--- config.mk ---
export PLATFORM = sky130hd
export DESIGN_NAME = qeciphy_rx_top
export DESIGN_NICKNAME = d
export VERILOG_FILES = /design/src/verilog/qeciphy_pkg.sv /design/src/verilog/qeciphy_rx_top.sv /design/src/verilog/qeciphy_crc_check.sv /design/src/verilog/qeciphy_crc_engine.sv /design/src/verilog/qeciphy_rx_frame_ctrl.sv
export SDC_FILE = /design/constraint.sdc
export NUM_CORES = 1
export LEC_CHECK = 0
export ABC_CLOCK_PERIOD_IN_PS = 12300
export BUFFER_PORTS_ARGS = -buffer_cell sky130_fd_sc_hd__buf_4
export CORE_MARGIN = 2
export CORE_UTILIZATION = 42
export CTS_BUF_LIST = sky130_fd_sc_hd__clkbuf_16
export CTS_CLUSTER_DIAMETER = 200
export DETAILED_ROUTE_END_ITERATION = 10
export GPL_TIMING_DRIVEN = 0
export SYNTH_ARGS = -nofsm -noshare
export SYNTH_HDL_FRONTEND = slang
export SYNTH_HIERARCHICAL = 1
export SYNTH_SLANG_ARGS = --single-unit
--- constraint.sdc ---
create_clock -name clk_i -period 12.3 [get_ports clk_i]
set_clock_uncertainty 0.15 [all_clocks]
set_input_delay 1.23 -clock clk_i [delete_from_list [all_inputs] [get_ports clk_i]]
set_output_delay 1.23 -clock clk_i [all_outputs]
set_load 0.01 [all_outputs]
--- src/verilog/qeciphy_pkg.sv ---
// ----------------------------------------
// Frame geometry, CRC and lock definitions
// shared by the receive frame checker
// ----------------------------------------
`default_nettype none

package qeciphy_pkg;

   // Stream word width, one word per clock
   localparam int WORD_W = 64;

   // One FAW slot, then groups of six data words and one CRC word
   localparam int GROUP_LEN        = 7;
   localparam int GROUPS_PER_FRAME = 9;
   localparam int FRAME_LEN        = 1 + GROUPS_PER_FRAME * GROUP_LEN;

   // Word expected in slot 0 of every frame
   localparam logic [WORD_W-1:0] FAW_PATTERN = 64'h5A3C_F00F_C3A5_96E1;

   // Consecutive bad slot 0 words tolerated before alignment is given up
   localparam int FAW_MISS_LIMIT = 2;

   // CRC-16 over data word pairs, MSB first, no reflection, no final XOR
   localparam logic [15:0] CRC16_POLY = 16'h1021;
   localparam logic [15:0] CRC16_INIT = 16'hFFFF;

   // CRC-8 over the three CRC-16 results
   localparam logic [7:0] CRC8_POLY = 8'h07;
   localparam logic [7:0] CRC8_INIT = 8'h00;

   typedef enum logic {
      HUNT,
      LOCKED
   } lock_state_t;

endpackage

`default_nettype wire
--- src/verilog/qeciphy_rx_top.sv ---
// ----------------------------------------
// Receive frame checker, no flow control
// Input must carry one word every cycle
// ----------------------------------------
`timescale 1ns/1ns
`default_nettype none

module qeciphy_rx_top (
   input  logic                          clk_i,
   input  logic                          rst_n_i,
   input  logic [qeciphy_pkg::WORD_W-1:0] tdata_i,
   output logic [qeciphy_pkg::WORD_W-1:0] rx_data_o,
   output logic                          rx_data_valid_o,
   output logic                          locked_o,
   output logic                          crc_error_o,
   output logic                          check_done_o
);

   logic        faw_boundary;
   logic        crc_boundary;
   logic [2:0]  group_pos;
   logic [15:0] crc01;
   logic [15:0] crc23;
   logic [15:0] crc45;
   logic [7:0]  crcvw;
   logic        crc_valid;

   // Registered word doubles as the payload output
   qeciphy_rx_frame_ctrl frame_ctrl_i (
      .clk_i          (clk_i),
      .rst_n_i        (rst_n_i),
      .tdata_i        (tdata_i),
      .tdata_o        (rx_data_o),
      .faw_boundary_o (faw_boundary),
      .crc_boundary_o (crc_boundary),
      .data_strobe_o  (rx_data_valid_o),
      .group_pos_o    (group_pos),
      .locked_o       (locked_o)
   );

   qeciphy_crc_engine crc_engine_i (
      .clk_i          (clk_i),
      .rst_n_i        (rst_n_i),
      .tdata_i        (rx_data_o),
      .data_strobe_i  (rx_data_valid_o),
      .crc_boundary_i (crc_boundary),
      .group_pos_i    (group_pos),
      .crc01_o        (crc01),
      .crc23_o        (crc23),
      .crc45_o        (crc45),
      .crcvw_o        (crcvw),
      .crc_valid_o    (crc_valid)
   );

   qeciphy_crc_check crc_check_i (
      .clk_i          (clk_i),
      .rst_n_i        (rst_n_i),
      .faw_boundary_i (faw_boundary),
      .crc_boundary_i (crc_boundary),
      .tdata_i        (rx_data_o),
      .crc01_i        (crc01),
      .crc23_i        (crc23),
      .crc45_i        (crc45),
      .crcvw_i        (crcvw),
      .crc_valid_i    (crc_valid),
      .crc_error_o    (crc_error_o),
      .check_done_o   (check_done_o)
   );

endmodule

`default_nettype wire

--- src/verilog/qeciphy_crc_check.sv ---
// ----------------------------------------
// Expects crc_valid_i one cycle after each
// crc_boundary_i; bits 7..0 are ignored
// ----------------------------------------
`timescale 1ns/1ns
`default_nettype none

module qeciphy_crc_check (
   input  logic        clk_i,
   input  logic        rst_n_i,
   input  logic        faw_boundary_i,
   input  logic        crc_boundary_i,
   input  logic [63:0] tdata_i,
   input  logic [15:0] crc01_i,
   input  logic [15:0] crc23_i,
   input  logic [15:0] crc45_i,
   input  logic [7:0]  crcvw_i,
   input  logic        crc_valid_i,
   output logic        crc_error_o,
   output logic        check_done_o
);

   logic [15:0] rx_crc01;
   logic [15:0] rx_crc23;
   logic [15:0] rx_crc45;
   logic [7:0]  rx_crcvw;
   logic        pending;
   logic        mismatch;

   assign mismatch = (rx_crc01 != crc01_i) || (rx_crc23 != crc23_i) ||
                     (rx_crc45 != crc45_i) || (rx_crcvw != crcvw_i);

   // Received CRC word fields
   always_ff @(posedge clk_i) begin
      if (crc_boundary_i) begin
         rx_crc01 <= tdata_i[63:48];
         rx_crc23 <= tdata_i[47:32];
         rx_crc45 <= tdata_i[31:16];
         rx_crcvw <= tdata_i[15:8];
      end
   end

   always_ff @(posedge clk_i) begin
      if (!rst_n_i) begin
         pending      <= 1'b0;
         check_done_o <= 1'b0;
         crc_error_o  <= 1'b0;
      end else begin
         // Group 9 result lands on the FAW cycle and still reads pending
         check_done_o <= crc_valid_i && pending;
         crc_error_o  <= crc_valid_i && pending && mismatch;
         if (crc_boundary_i) begin
            pending <= 1'b1;
         end else if (crc_valid_i || faw_boundary_i) begin
            pending <= 1'b0;
         end
      end
   end

endmodule

`default_nettype wire

--- src/verilog/qeciphy_crc_engine.sv ---
// ----------------------------------------
// Per-group CRC accumulation, 64 bits/cycle
// Results held from each crc_valid_o pulse
// ----------------------------------------
`timescale 1ns/1ns
`default_nettype none

module qeciphy_crc_engine (
   input  logic                          clk_i,
   input  logic                          rst_n_i,
   input  logic [qeciphy_pkg::WORD_W-1:0] tdata_i,
   input  logic                          data_strobe_i,
   input  logic                          crc_boundary_i,
   input  logic [2:0]                    group_pos_i,
   output logic [15:0]                   crc01_o,
   output logic [15:0]                   crc23_o,
   output logic [15:0]                   crc45_o,
   output logic [7:0]                    crcvw_o,
   output logic                          crc_valid_o
);

   import qeciphy_pkg::*;

   logic [15:0] acc01;
   logic [15:0] acc23;
   logic [15:0] acc45;

   // Serial CRC-16 unrolled over one word, MSB first
   function automatic logic [15:0] crc16_next(input logic [15:0]       crc_in,
                                               input logic [WORD_W-1:0] data);
      logic [15:0] crc;
      logic        fb;
      crc = crc_in;
      for (int i = WORD_W - 1; i >= 0; i--) begin
         fb  = crc[15] ^ data[i];
         crc = {crc[14:0], 1'b0};
         if (fb) begin
            crc = crc ^ CRC16_POLY;
         end
      end
      return crc;
   endfunction

   // CRC-8 over the concatenated CRC-16 values
   function automatic logic [7:0] crc8_over(input logic [47:0] data);
      logic [7:0] crc;
      logic       fb;
      crc = CRC8_INIT;
      for (int i = 47; i >= 0; i--) begin
         fb  = crc[7] ^ data[i];
         crc = {crc[6:0], 1'b0};
         if (fb) begin
            crc = crc ^ CRC8_POLY;
         end
      end
      return crc;
   endfunction

   always_ff @(posedge clk_i) begin
      if (!rst_n_i) begin
         acc01       <= CRC16_INIT;
         acc23       <= CRC16_INIT;
         acc45       <= CRC16_INIT;
         crc_valid_o <= 1'b0;
      end else begin
         crc_valid_o <= crc_boundary_i;
         if (crc_boundary_i) begin
            acc01 <= CRC16_INIT;
            acc23 <= CRC16_INIT;
            acc45 <= CRC16_INIT;
         end else if (data_strobe_i) begin
            // Words 0..5 feed the three pair accumulators
            case (group_pos_i)
               3'd0, 3'd1: acc01 <= crc16_next(acc01, tdata_i);
               3'd2, 3'd3: acc23 <= crc16_next(acc23, tdata_i);
               3'd4, 3'd5: acc45 <= crc16_next(acc45, tdata_i);
               default:    ;
            endcase
         end
      end
   end

   always_ff @(posedge clk_i) begin
      if (crc_boundary_i) begin
         crc01_o <= acc01;
         crc23_o <= acc23;
         crc45_o <= acc45;
         crcvw_o <= crc8_over({acc01, acc23, acc45});
      end
   end

endmodule

`default_nettype wire

--- src/verilog/qeciphy_rx_frame_ctrl.sv ---
// ----------------------------------------
// Frame alignment. Words arrive every cycle
// and all strobes line up with tdata_o
// ----------------------------------------
`timescale 1ns/1ns
`default_nettype none

module qeciphy_rx_frame_ctrl (
   input  logic                          clk_i,
   input  logic                          rst_n_i,
   input  logic [qeciphy_pkg::WORD_W-1:0] tdata_i,
   output logic [qeciphy_pkg::WORD_W-1:0] tdata_o,
   output logic                          faw_boundary_o,
   output logic                          crc_boundary_o,
   output logic                          data_strobe_o,
   output logic [2:0]                    group_pos_o,
   output logic                          locked_o
);

   import qeciphy_pkg::*;

   lock_state_t                    state;
   logic [$clog2(FRAME_LEN)-1:0]   slot_cnt;
   logic [2:0]                     grp_cnt;
   logic [1:0]                     miss_cnt;
   logic                           drop_q;
   logic                           faw_match;

   assign faw_match = (tdata_i == FAW_PATTERN);

   // locked_o stays high for the cycle that holds the dropping slot 0 word
   assign locked_o = (state == LOCKED);

   always_ff @(posedge clk_i) begin
      tdata_o <= tdata_i;
   end

   always_ff @(posedge clk_i) begin
      if (!rst_n_i) begin
         state          <= HUNT;
         slot_cnt       <= '0;
         grp_cnt        <= '0;
         miss_cnt       <= '0;
         drop_q         <= 1'b0;
         faw_boundary_o <= 1'b0;
         crc_boundary_o <= 1'b0;
         data_strobe_o  <= 1'b0;
         group_pos_o    <= '0;
      end else begin
         faw_boundary_o <= 1'b0;
         crc_boundary_o <= 1'b0;
         data_strobe_o  <= 1'b0;
         drop_q         <= 1'b0;

         if (state == HUNT || drop_q) begin
            // Search every word; the word after a match is slot 1
            if (faw_match) begin
               state          <= LOCKED;
               faw_boundary_o <= 1'b1;
               slot_cnt       <= 1;
               grp_cnt        <= '0;
               miss_cnt       <= '0;
            end else begin
               state <= HUNT;
            end
         end else begin
            slot_cnt <= (slot_cnt == ($clog2(FRAME_LEN))'(FRAME_LEN - 1)) ?
                        '0 : slot_cnt + 1'b1;

            if (slot_cnt == '0) begin
               grp_cnt <= '0;
               if (faw_match) begin
                  miss_cnt       <= '0;
                  faw_boundary_o <= 1'b1;
               end else if (miss_cnt == 2'(FAW_MISS_LIMIT - 1)) begin
                  // Lock is released next cycle, nothing is strobed for this frame
                  drop_q <= 1'b1;
               end else begin
                  miss_cnt       <= miss_cnt + 1'b1;
                  faw_boundary_o <= 1'b1;
               end
            end else if (grp_cnt == 3'(GROUP_LEN - 1)) begin
               crc_boundary_o <= 1'b1;
               grp_cnt        <= '0;
            end else begin
               data_strobe_o <= 1'b1;
               group_pos_o   <= grp_cnt;
               grp_cnt       <= grp_cnt + 1'b1;
            end
         end
      end
   end

endmodule

`default_nettype wire

# Word-level counts from Yosys, hierarchy flattened
# Cells that the tools add are included.
dict set report totals {
  register_bits 247
  latchBits 0
  ram_bits 0
  mem_bits_ro 0
  in_bits 66
  output_inout_bits 68
  word_cells 1614
  mem_count 0
}
dict set report classes {
  add_sub_neg 3
  n_mul 0
  n_div 0
  magnitude_cmp 0
  n_eq_ne 15
  n_shift 0
  mux 1065
  bitwise_logic 483
  n_reduce_logical 22
}
# cell count
set ops {}
lappend ops {{16-bit 2-to-1 mux} 756}
lappend ops {{13-bit 2-to-1 mux} 192}
lappend ops {{3-bit NOT} 239}
lappend ops {{8-bit 2-to-1 mux} 47}
lappend ops {{1-bit bitwise XOR} 239}
lappend ops {{3-bit 2-to-1 mux} 52}
lappend ops {{64-bit by 63-bit equality test with 1-bit output, second input constant} 1}
lappend ops {{16-bit != test} 3}
lappend ops {{6-bit 2-to-1 mux} 3}
lappend ops {{1-bit 2-to-1 mux} 10}
lappend ops {{2-bit 2-to-1 mux} 5}
lappend ops {{3-bit equality test, second input constant} 3}
lappend ops {{8-bit != test} 1}
lappend ops {{2-bit OR reduction} 4}
lappend ops {{6-bit by 1-bit adder with 6-bit output, second input constant} 1}
lappend ops {{3-bit by 2-bit equality test with 1-bit output, second input constant} 2}
lappend ops {{6-bit equality test, second input constant} 1}
lappend ops {{6-bit logical NOT} 1}
lappend ops {{2-bit AND reduction} 3}
lappend ops {{3-bit AND reduction} 2}
lappend ops {{1-bit logical OR} 5}
lappend ops {{1-bit NOT} 5}
lappend ops {{2-bit by 1-bit != test with 1-bit output, second input constant} 2}
lappend ops {{2-bit nonzero test} 2}
lappend ops {{other kinds (8)} 9}

# Longest topological paths before layout
# Gate-level depths: netlist (run 1).
dict set report depth {
  word_depth 380
  mapped_depth 12
  mapped_depth_nobuf 11
}

# Cells and area by module
# The synthesis (run 1) kept the hierarchy.
# mod instances cells_per_inst area_per_inst_um2 seq_area_each_um2
set modules_own_cells {}
lappend modules_own_cells {qeciphy_crc_engine 1 960 12275.5 2662.6}
lappend modules_own_cells {qeciphy_crc_check 1 138 2373.5 1741.7}
lappend modules_own_cells {qeciphy_rx_frame_ctrl 1 190 2358.5 1661.6}

# Least setup slack after synthesis (run 1)
# OpenSTA, ideal clock, no wires.
dict set report synth_timing {
  path_type {register to register}
  start {register frame_ctrl_i/tdata_o[62] in the netlist's numbering}
  end {register crc_engine_i.acc01[13]}
  setup_ps 131
  arrival_time_ps 3912
  required_ps 12019
  slack_ps 8107
  stages_incl_launch_ff 13
  n_path_buf 1
  synth_period_minus_slack_ps 4193
  path_cell_list {dfxtp_1 > buf_6 > xnor3_4 > xnor2_4 > xnor3_2 > xnor2_1 > xnor3_1 > xnor3_2 > xnor2_2 > xnor3_1 > xnor2_1 > nor2_1 > o21ai_1}
}
dict set report synth_between {
  elab_chain_len 310
  elab_cells_between_ends 385
  cone_classes {mux (310); bitwise (75)}
}
# element line
set synth_lines {}
lappend synth_lines {{start, declared} qeciphy_rx_frame_ctrl.sv:12} ;# output logic [qeciphy_pkg::WORD_W-1:0] tdata_o,
lappend synth_lines {{start signal, assigned} qeciphy_rx_frame_ctrl.sv:35} ;# tdata_o <= tdata_i;
lappend synth_lines {{1-bit bitwise XOR *} qeciphy_crc_engine.sv:35} ;# fb = crc[15] ^ data[i];
lappend synth_lines {{13-bit 2-to-1 mux *} qeciphy_crc_engine.sv:37} ;# if (fb) begin
lappend synth_lines {{16-bit 2-to-1 mux *} qeciphy_crc_engine.sv:73} ;# case (group_pos_i)
lappend synth_lines {{16-bit 2-to-1 mux *} qeciphy_crc_engine.sv:71} ;# end else if (data_strobe_i) begin
lappend synth_lines {{16-bit 2-to-1 mux *} qeciphy_crc_engine.sv:67} ;# if (crc_boundary_i) begin
lappend synth_lines {{16-bit 2-to-1 mux *} qeciphy_crc_engine.sv:60} ;# if (!rst_n_i) begin
lappend synth_lines {{13-bit 2-to-1 mux} qeciphy_crc_engine.sv:37}
lappend synth_lines {{16-bit 2-to-1 mux *} qeciphy_crc_engine.sv:73}
lappend synth_lines {{[... 294 more ...]} -}
lappend synth_lines {{16-bit 2-to-1 mux *} qeciphy_crc_engine.sv:67}
lappend synth_lines {{16-bit 2-to-1 mux *} qeciphy_crc_engine.sv:60}
lappend synth_lines {{3-bit NOT (no source line)} -}
lappend synth_lines {{13-bit 2-to-1 mux *} qeciphy_crc_engine.sv:37}
lappend synth_lines {{16-bit 2-to-1 mux *} qeciphy_crc_engine.sv:73}
lappend synth_lines {{16-bit 2-to-1 mux *} qeciphy_crc_engine.sv:71}
lappend synth_lines {{16-bit 2-to-1 mux *} qeciphy_crc_engine.sv:67}
lappend synth_lines {{16-bit 2-to-1 mux *} qeciphy_crc_engine.sv:60}
lappend synth_lines {{end signal, assigned} qeciphy_crc_engine.sv:74} ;# 3'd0, 3'd1: acc01 <= crc16_next(acc01, tdata_i);
lappend synth_lines {{end, declared} qeciphy_crc_engine.sv:24} ;# logic [15:0] acc01;
# Every way passes the cells marked *; elsewhere a longest branch is shown, timed or not. The select of a mux whose other input is x is not followed.
# A chain may end at the register's enable or synchronous reset.

# Worst setup path after layout (run 1)
dict set report layout_timing {
  start {register frame_ctrl_i/tdata_o[60] in the netlist's numbering}
  end {register crc_engine_i.acc23[13]}
}
dict set report layout_between {
  elab_chain_len 300
  elab_cells_between_ends 371
  cone_classes {mux (300); bitwise (71)}
}
# element line
set layout_lines {}
lappend layout_lines {{1-bit bitwise XOR *} qeciphy_crc_engine.sv:35}
lappend layout_lines {{13-bit 2-to-1 mux *} qeciphy_crc_engine.sv:37}
lappend layout_lines {{16-bit 2-to-1 mux *} qeciphy_crc_engine.sv:73}
lappend layout_lines {{16-bit 2-to-1 mux *} qeciphy_crc_engine.sv:71}
lappend layout_lines {{16-bit 2-to-1 mux *} qeciphy_crc_engine.sv:67}
lappend layout_lines {{16-bit 2-to-1 mux *} qeciphy_crc_engine.sv:60}
lappend layout_lines {{16-bit 2-to-1 mux *} qeciphy_crc_engine.sv:73}
lappend layout_lines {{16-bit 2-to-1 mux *} qeciphy_crc_engine.sv:71}
lappend layout_lines {{[... 284 more ...]} -}
lappend layout_lines {{16-bit 2-to-1 mux *} qeciphy_crc_engine.sv:67}
lappend layout_lines {{16-bit 2-to-1 mux *} qeciphy_crc_engine.sv:60}
lappend layout_lines {{3-bit NOT (no source line) / 1-bit bitwise XOR (equally long branches)} -}
lappend layout_lines {{13-bit 2-to-1 mux *} qeciphy_crc_engine.sv:37}
lappend layout_lines {{16-bit 2-to-1 mux *} qeciphy_crc_engine.sv:73}
lappend layout_lines {{16-bit 2-to-1 mux *} qeciphy_crc_engine.sv:71}
lappend layout_lines {{16-bit 2-to-1 mux *} qeciphy_crc_engine.sv:67}
lappend layout_lines {{16-bit 2-to-1 mux *} qeciphy_crc_engine.sv:60}
lappend layout_lines {{end signal, assigned} qeciphy_crc_engine.sv:75} ;# 3'd2, 3'd3: acc23 <= crc16_next(acc23, tdata_i);
lappend layout_lines {{end, declared} qeciphy_crc_engine.sv:25} ;# logic [15:0] acc23;
# Marked as above.

==> results of run 1 <==
-- worst min-delay path by stage --
stage	endpoint	slack [ns]	cells after the start
6_report	crc_engine_i/crc01_o[13]	0.28	0
5_1_grt	crc_engine_i/crc01_o[13]	0.29	0
4_1_cts	crc_engine_i/crc01_o[13]	0.28	0
3_5_place_dp	crc_engine_i/crc01_o[13]	0.27	0
3_3_place_gp	crc_engine_i/crc01_o[13]	0.26	0
2_1_floorplan	crc_engine_i/crc01_o[10]	0.25	0
-- metal layers --
metal	GRT usage	share of wire	vias to the layer above
li1	-	-	4708
met1	0.340	0.44	4972
met2	0.380	0.45	363
met3	0.0480	0.073	79
met4	0.0843	0.035	0
met5	0	0	-
-- per-stage QoR --
| step | utilization | hold slack (ns) | worst slack [ns] | cell area (um^2) |
|---|---|---|---|---|
| global route | 0.490 | 0.287 | 7.12 | 19500 |
| finish | 0.490 | 0.276 | 7.15 | 19500 |
| floorplan | - | 0.253 | 8.11 | 17000 |
| CTS | 0.490 | 0.281 | 7.26 | 19500 |
| detailed placement | 0.469 | 0.267 | 7.27 | 18700 |
| global placement | 0.468 | 0.259 | 6.72 | 18600 |
-- registers in the layout, summed over array words and instances (netlist names), 16 cells and up --
| name | cells |
|---|---|
| crc_check_i/rx_crc01 | 16 |
| crc_check_i/rx_crc45 | 16 |
| crc_engine_i/crc23_o | 16 |
| crc_engine_i/acc23 | 16 |
| crc_engine_i/acc45 | 16 |
| crc_engine_i/acc01 | 16 |
| crc_engine_i/crc45_o | 16 |
| crc_check_i/rx_crc23 | 16 |
| frame_ctrl_i/tdata_o | 64 |
| crc_engine_i/crc01_o | 16 |
-- critical path: stages, from the launching register on --
cell,delay [ns]
dfxtp_1,0.36
buf_2,0.28
xor2_1,0.71
xnor2_1,0.37
xnor3_1,0.46
xnor2_1,0.51
xnor3_1,0.56
xnor3_1,0.48
xnor2_1,0.38
xnor2_1,0.29
xnor2_1,0.16
o211ai_1,0.30
-- area by class of cell --
class / count / area [um^2] / share of cell area
Inverter: 4 / 15.0 / 0.000769
Clock buffer: 28 / 701 / 0.0359
Clock inverter: 24 / 159 / 0.00814
Tap cell: 525 / 657 / 0.0336
Sequential cell: 246 / 6050 / 0.310
Timing Repair Buffer: 134 / 1030 / 0.0525
Buffer: 54 / 256 / 0.0131
Antenna cell: 1 / 2.50 / 0.000128
Multi-Input combinational cell: 981 / 10700 / 0.546
-- layout by cell type (no fill, tap or decap), types with 4 or more instances in the layout --
cell / n
xnor2_1: 371
xor2_1: 157
buf_4: 135
dfxtp_1: 133
xnor3_1: 120
edfxtp_1: 112
nand2_1: 61
clkbuf_1: 36
xor3_1: 33
clkbuf_16: 28
xnor2_2: 28
o211ai_1: 23
nor2_1: 21
xnor3_2: 17
nand3_1: 16
a21oi_1: 16
nor4_1: 13
inv_1: 12
buf_2: 12
o21ai_1: 10
nand4_1: 9
a31oi_1: 7
nor4bb_1: 7
o21ai_0: 6
nor3_1: 6
clkinv_2: 5
clkinv_1: 4
nor2b_1: 4
xor2_2: 4
nand2b_1: 4
xor3_2: 4
==> impl_metrics.env, run 1 <==
export IMPL_critPathKind="register to register"
export IMPL_antenna_found_initial=3
export IMPL_clock_sinks=246
export IMPL_num_vias=10122
export IMPL_die_h_um=205
export IMPL_core_area_um2=39800
export IMPL_grt_max_degree=76
export IMPL_grt_pass1_vias=10106
export IMPL_worstSetupEndpoint="crc_engine_i/acc23[13]"
export IMPL_drt_wl_total_um=51200
export IMPL_syn_num_nets=1354
export IMPL_cts_hold_buffers_added=0
export IMPL_tritoncts="done"
export IMPL_final_hold_viol_count=0
export IMPL_finalCriticalPeriod_ns=5.15
export IMPL_ios=134
export IMPL_syn_to_final_growth_pct=15.0
export IMPL_endpoint_kind="register"
export IMPL_crit_fanout=5
export IMPL_worst_ep_required_time_ns=12.60
export IMPL_tns_ns=0
export IMPL_timing_final_max_slew_violations=0
export IMPL_nNetsFinal=1518
export IMPL_antenna_left=0
export IMPL_cts_root_buf="clkbuf_16"
export IMPL_finalCritPeriodShare=0.419
export IMPL_clk_latency_ns=0.57
export IMPL_start_kind="register"
export IMPL_timing_rr_start="frame_ctrl_i/tdata_o[60]"
export IMPL_dr_pass1_iters=5
export IMPL_setup_viol=0
export IMPL_max_slew_margin=0.118
export IMPL_grt_pass1_wl_um=71700
export IMPL_final_cells=1997
export IMPL_gp_congestion=0.896
export IMPL_hold_path_class="register to register"
export IMPL_dpl_hpwl_um=41500
export IMPL_clockBufferDepth=3
export IMPL_clk_pin_slew_worst_paths_ns=0.06
export IMPL_rows=73
export IMPL_syn_inst=1285
export IMPL_drc=0
export IMPL_dp_cells=1944
export IMPL_synth_warnings=6
export IMPL_outcome="finished, final reports clean"
export IMPL_worstMarginPinSlew_ns=1.32
export IMPL_drive_gt1_frac=0.176
export IMPL_crit_start="frame_ctrl_i/tdata_o[60]"
export IMPL_cts_setup_buffers=0
export IMPL_die_area_um2=42000
export IMPL_fmax_mhz=194
export IMPL_port_buffers=133
export IMPL_viasPerCell=5.07
export IMPL_grt_total_usage=0.244
export IMPL_reg2regPathDepth=11
export IMPL_fp_dieW_um=205
export IMPL_timing_rr_end="crc_engine_i/acc23[13]"
export IMPL_cts_resized=0
export IMPL_netlist_area_um2=17000
export IMPL_fillers=3580
export IMPL_gr_total_overflow=0
export IMPL_htree_levels=1
export IMPL_routedWlPerCell_um=25.7
export IMPL_cts_buffers=28
export IMPL_syn_avg_cell_area_um2=13.2
export IMPL_drt_first_iter_violations=914
export IMPL_cap_violations=0
export IMPL_rsz0062_at_grt="false"
export IMPL_hold_start="crc_engine_i/acc01[13]"
export IMPL_r2r_slack_ns=7.15
export IMPL_start_util=0.426
export IMPL_arrival_ns=5.45
Power of run 1 is left out: the tool's default activity adds up to more than one toggle a clock period on the data nets, which glitch-free logic cannot reach.
==> run 2: changes to the inputs <==
--- a/config.mk
+++ b/config.mk
@@ -5,7 +5,7 @@
 export SDC_FILE = /design/constraint.sdc
 export NUM_CORES = 1
 export LEC_CHECK = 0
-export ABC_CLOCK_PERIOD_IN_PS = 12300
+export ABC_CLOCK_PERIOD_IN_PS = 5150
 export BUFFER_PORTS_ARGS = -buffer_cell sky130_fd_sc_hd__buf_4
 export CORE_MARGIN = 2
 export CORE_UTILIZATION = 42
==> constraint.sdc (replaced) <==
create_clock -name clk_i -period 5.15 [get_ports clk_i]
set_clock_uncertainty 0.15 [all_clocks]
set_input_delay 0.515 -clock clk_i [delete_from_list [all_inputs] [get_ports clk_i]]
set_output_delay 0.515 -clock clk_i [all_outputs]
set_load 0.01 [all_outputs]
==> run 2 against run 1 <==
Against the previous run: clock-buffer cell count is the same; worst setup slack lost 7.0 ns; wire length grew 2.2%; final cell count grew 3.3%; first-iteration DRC count grew 0.44%; global-route usage grew 0.51 points; non-clock buffer count grew 64; maximum frequency grew 3.5%; cell area grew 3.4%; flip-flop and latch count is the same; largest cell class unchanged.
==> impl_metrics.env, run 2 (synthesized netlist as in run 1, its figures left out) <==
export IMPL_timing_rr_start="frame_ctrl_i/tdata_o[63]"
export IMPL_drive_gt1_frac=0.171
export IMPL_cts_setup_buffers=0
export IMPL_min_to="crc_engine_i/crc_valid_o"
export IMPL_ios=134
export IMPL_gp_congestion=0.896
export IMPL_min_path_cells=2
export IMPL_start_kind="register"
export IMPL_cap_violations=0
export IMPL_drt_first_iter_violations=918
export IMPL_reg2regPathDepth=11
export IMPL_cts_root_buf="clkbuf_16"
export IMPL_worstMarginPinSlew_ns=1.35
export IMPL_finalCriticalPeriod_ns=4.98
export IMPL_fillers=3493
export IMPL_final_cell_mix="xnor2_1 (370), xor2_1 (155), buf_4 (135), dfxtp_1 (133), xnor3_1 (120)"
export IMPL_place_area_um2=18700
export IMPL_pre_cts_ws_ns=0.117
export IMPL_antenna_left=0
export IMPL_clk_latency_ns=0.57
export IMPL_endpoint_kind="register"
export IMPL_fp_dieW_um=205
export IMPL_port_buffers=133
export IMPL_drc=0
export IMPL_timing_final_max_slew_violations=0
export IMPL_setup_viol=0
export IMPL_antenna_found_initial=3
export IMPL_drt_wl_total_um=52400
export IMPL_final_hold_viol_count=0
export IMPL_num_vias=10399
export IMPL_grt_pass1_wl_um=73400
export IMPL_rows=73
export IMPL_outcome="finished, final reports clean"
export IMPL_die_h_um=205
export IMPL_cts_buffers=28
export IMPL_start_util=0.426
export IMPL_critPathKind="register to register"
export IMPL_r2r_slack_ns=0.17
export IMPL_mostFrequentLayoutCell="xnor2_1"
export IMPL_rsz0062_at_grt="false"
export IMPL_path_common_cell="xnor3_1"
export IMPL_dpl_hpwl_um=41500
export IMPL_nNetsFinal=1582
export IMPL_finalCritPeriodShare=0.966
export IMPL_arrival_ns=5.23
export IMPL_tritoncts="done"
export IMPL_hold_path_class="input port to register"
export IMPL_syn_to_final_growth_pct=18.9
export IMPL_crit_chain="buf_2 -> xor2_1 -> xnor3_1 -> xnor3_1 -> xnor3_1 -> xnor2_1 -> xnor3_2 -> xnor3_1 -> xnor2_1 -> xor2_1 -> a31oi_1"
export IMPL_layout_setup_ws_ns=0.174
export IMPL_fin_area_um2=20200
export IMPL_grt_total_usage=0.249
export IMPL_grt_max_degree=76
export IMPL_timing_rr_end="crc_engine_i/acc23[5]"
export IMPL_hold_start="rst_n_i"
export IMPL_grt_pass1_vias=10510
export IMPL_max_slew_margin=0.0954
export IMPL_fmax_mhz=201
export IMPL_die_area_um2=42000
export IMPL_regMostFlops="frame_ctrl_i/tdata_o"
export IMPL_viasPerCell=5.04
export IMPL_largest_reg_flops=64
export IMPL_htree_levels=1
export IMPL_worst_ep_required_time_ns=5.40
export IMPL_max_stage_delay_ns=0.69
export IMPL_tns_ns=0
export IMPL_dr_pass1_iters=5
export IMPL_clockBufferDepth=3
export IMPL_crit_fanout=5
export IMPL_clk_pin_slew_worst_paths_ns=0.06
export IMPL_gr_total_overflow=0
export IMPL_slowest_stage="xor2_1"
export IMPL_routedWlPerCell_um=25.4
export IMPL_core_area_um2=39800
export IMPL_clock_sinks=246
-- run 2: cell types whose count changed in the layout (fill, tap and decap cells not counted) --
cell and delta:
dlygate4sd3_1 +64, xnor2_1 -1, xor2_2 +2, xnor2_2 +1, xor2_1 -2, diode_2 +1
-- run 2: worst max path at each step --
| stage | startpoint | to | slack (ns) |
|---|---|---|---|
| final | frame_ctrl_i/tdata_o[63] | crc_engine_i/acc23[5] | 0.17 |
| after global routing | frame_ctrl_i/tdata_o[63] | crc_engine_i/acc23[5] | 0.01 |
| after CTS | frame_ctrl_i/tdata_o[61] | crc_engine_i/acc23[9] | 0.11 |
| after detailed placement | frame_ctrl_i/tdata_o[61] | crc_engine_i/acc23[9] | 0.12 |
| after global placement | frame_ctrl_i/crc_boundary_o | crc_engine_i/acc01[10] | -0.43 |
| after floorplan | frame_ctrl_i/tdata_o[62] | crc_engine_i/acc01[13] | 0.96 |
-- run 2: area by class of cell --
cell class	count	area, um^2	area share
Clock inverter	24	159	0.00787
Tap cell	525	657	0.0325
Inverter	4	15.0	0.000744
Multi-Input combinational cell	981	10700	0.529
Clock buffer	28	701	0.0347
Timing Repair Buffer	198	1670	0.0825
Antenna cell	2	5.00	0.000248
Sequential cell	246	6050	0.300
Buffer	54	256	0.0127
-- run 2: through the flow --
step,std cells,util,hold slack [ns]
finish,2062,0.507,0.149
global route,2060,0.507,0.138
CTS,2060,0.506,0.127
detailed placement,1944,0.469,0.267
global placement,1943,0.468,0.259
floorplan,1285,-,0.253
-- run 2: per-layer routing --
| metal | vias up | GRT usage | part of all wire |
|---|---|---|---|
| li1 | 4844 | - | - |
| met1 | 5093 | 0.342 | 0.44 |
| met2 | 382 | 0.395 | 0.45 |
| met3 | 80 | 0.0477 | 0.070 |
| met4 | 0 | 0.0853 | 0.033 |
| met5 | - | 0 | 0 |
-- run 2: repair_timing --
item | in CTS | in global routing
hold buffers | 64 | 0
endpoints found under the setup margin | 0 | 3
endpoints found under the hold margin | 64 | 0
gates resized for setup | 0 | 3
-- run 2: critical path: cells and delay by family, from the launching register on --
family | cells | cell delay, ns
compound gates | 1 | 0.09
xor+xnor | 9 | 3.99
buf+inv | 1 | 0.21
flops | 1 | 0.36
Power of run 2 is left out for the same reason.
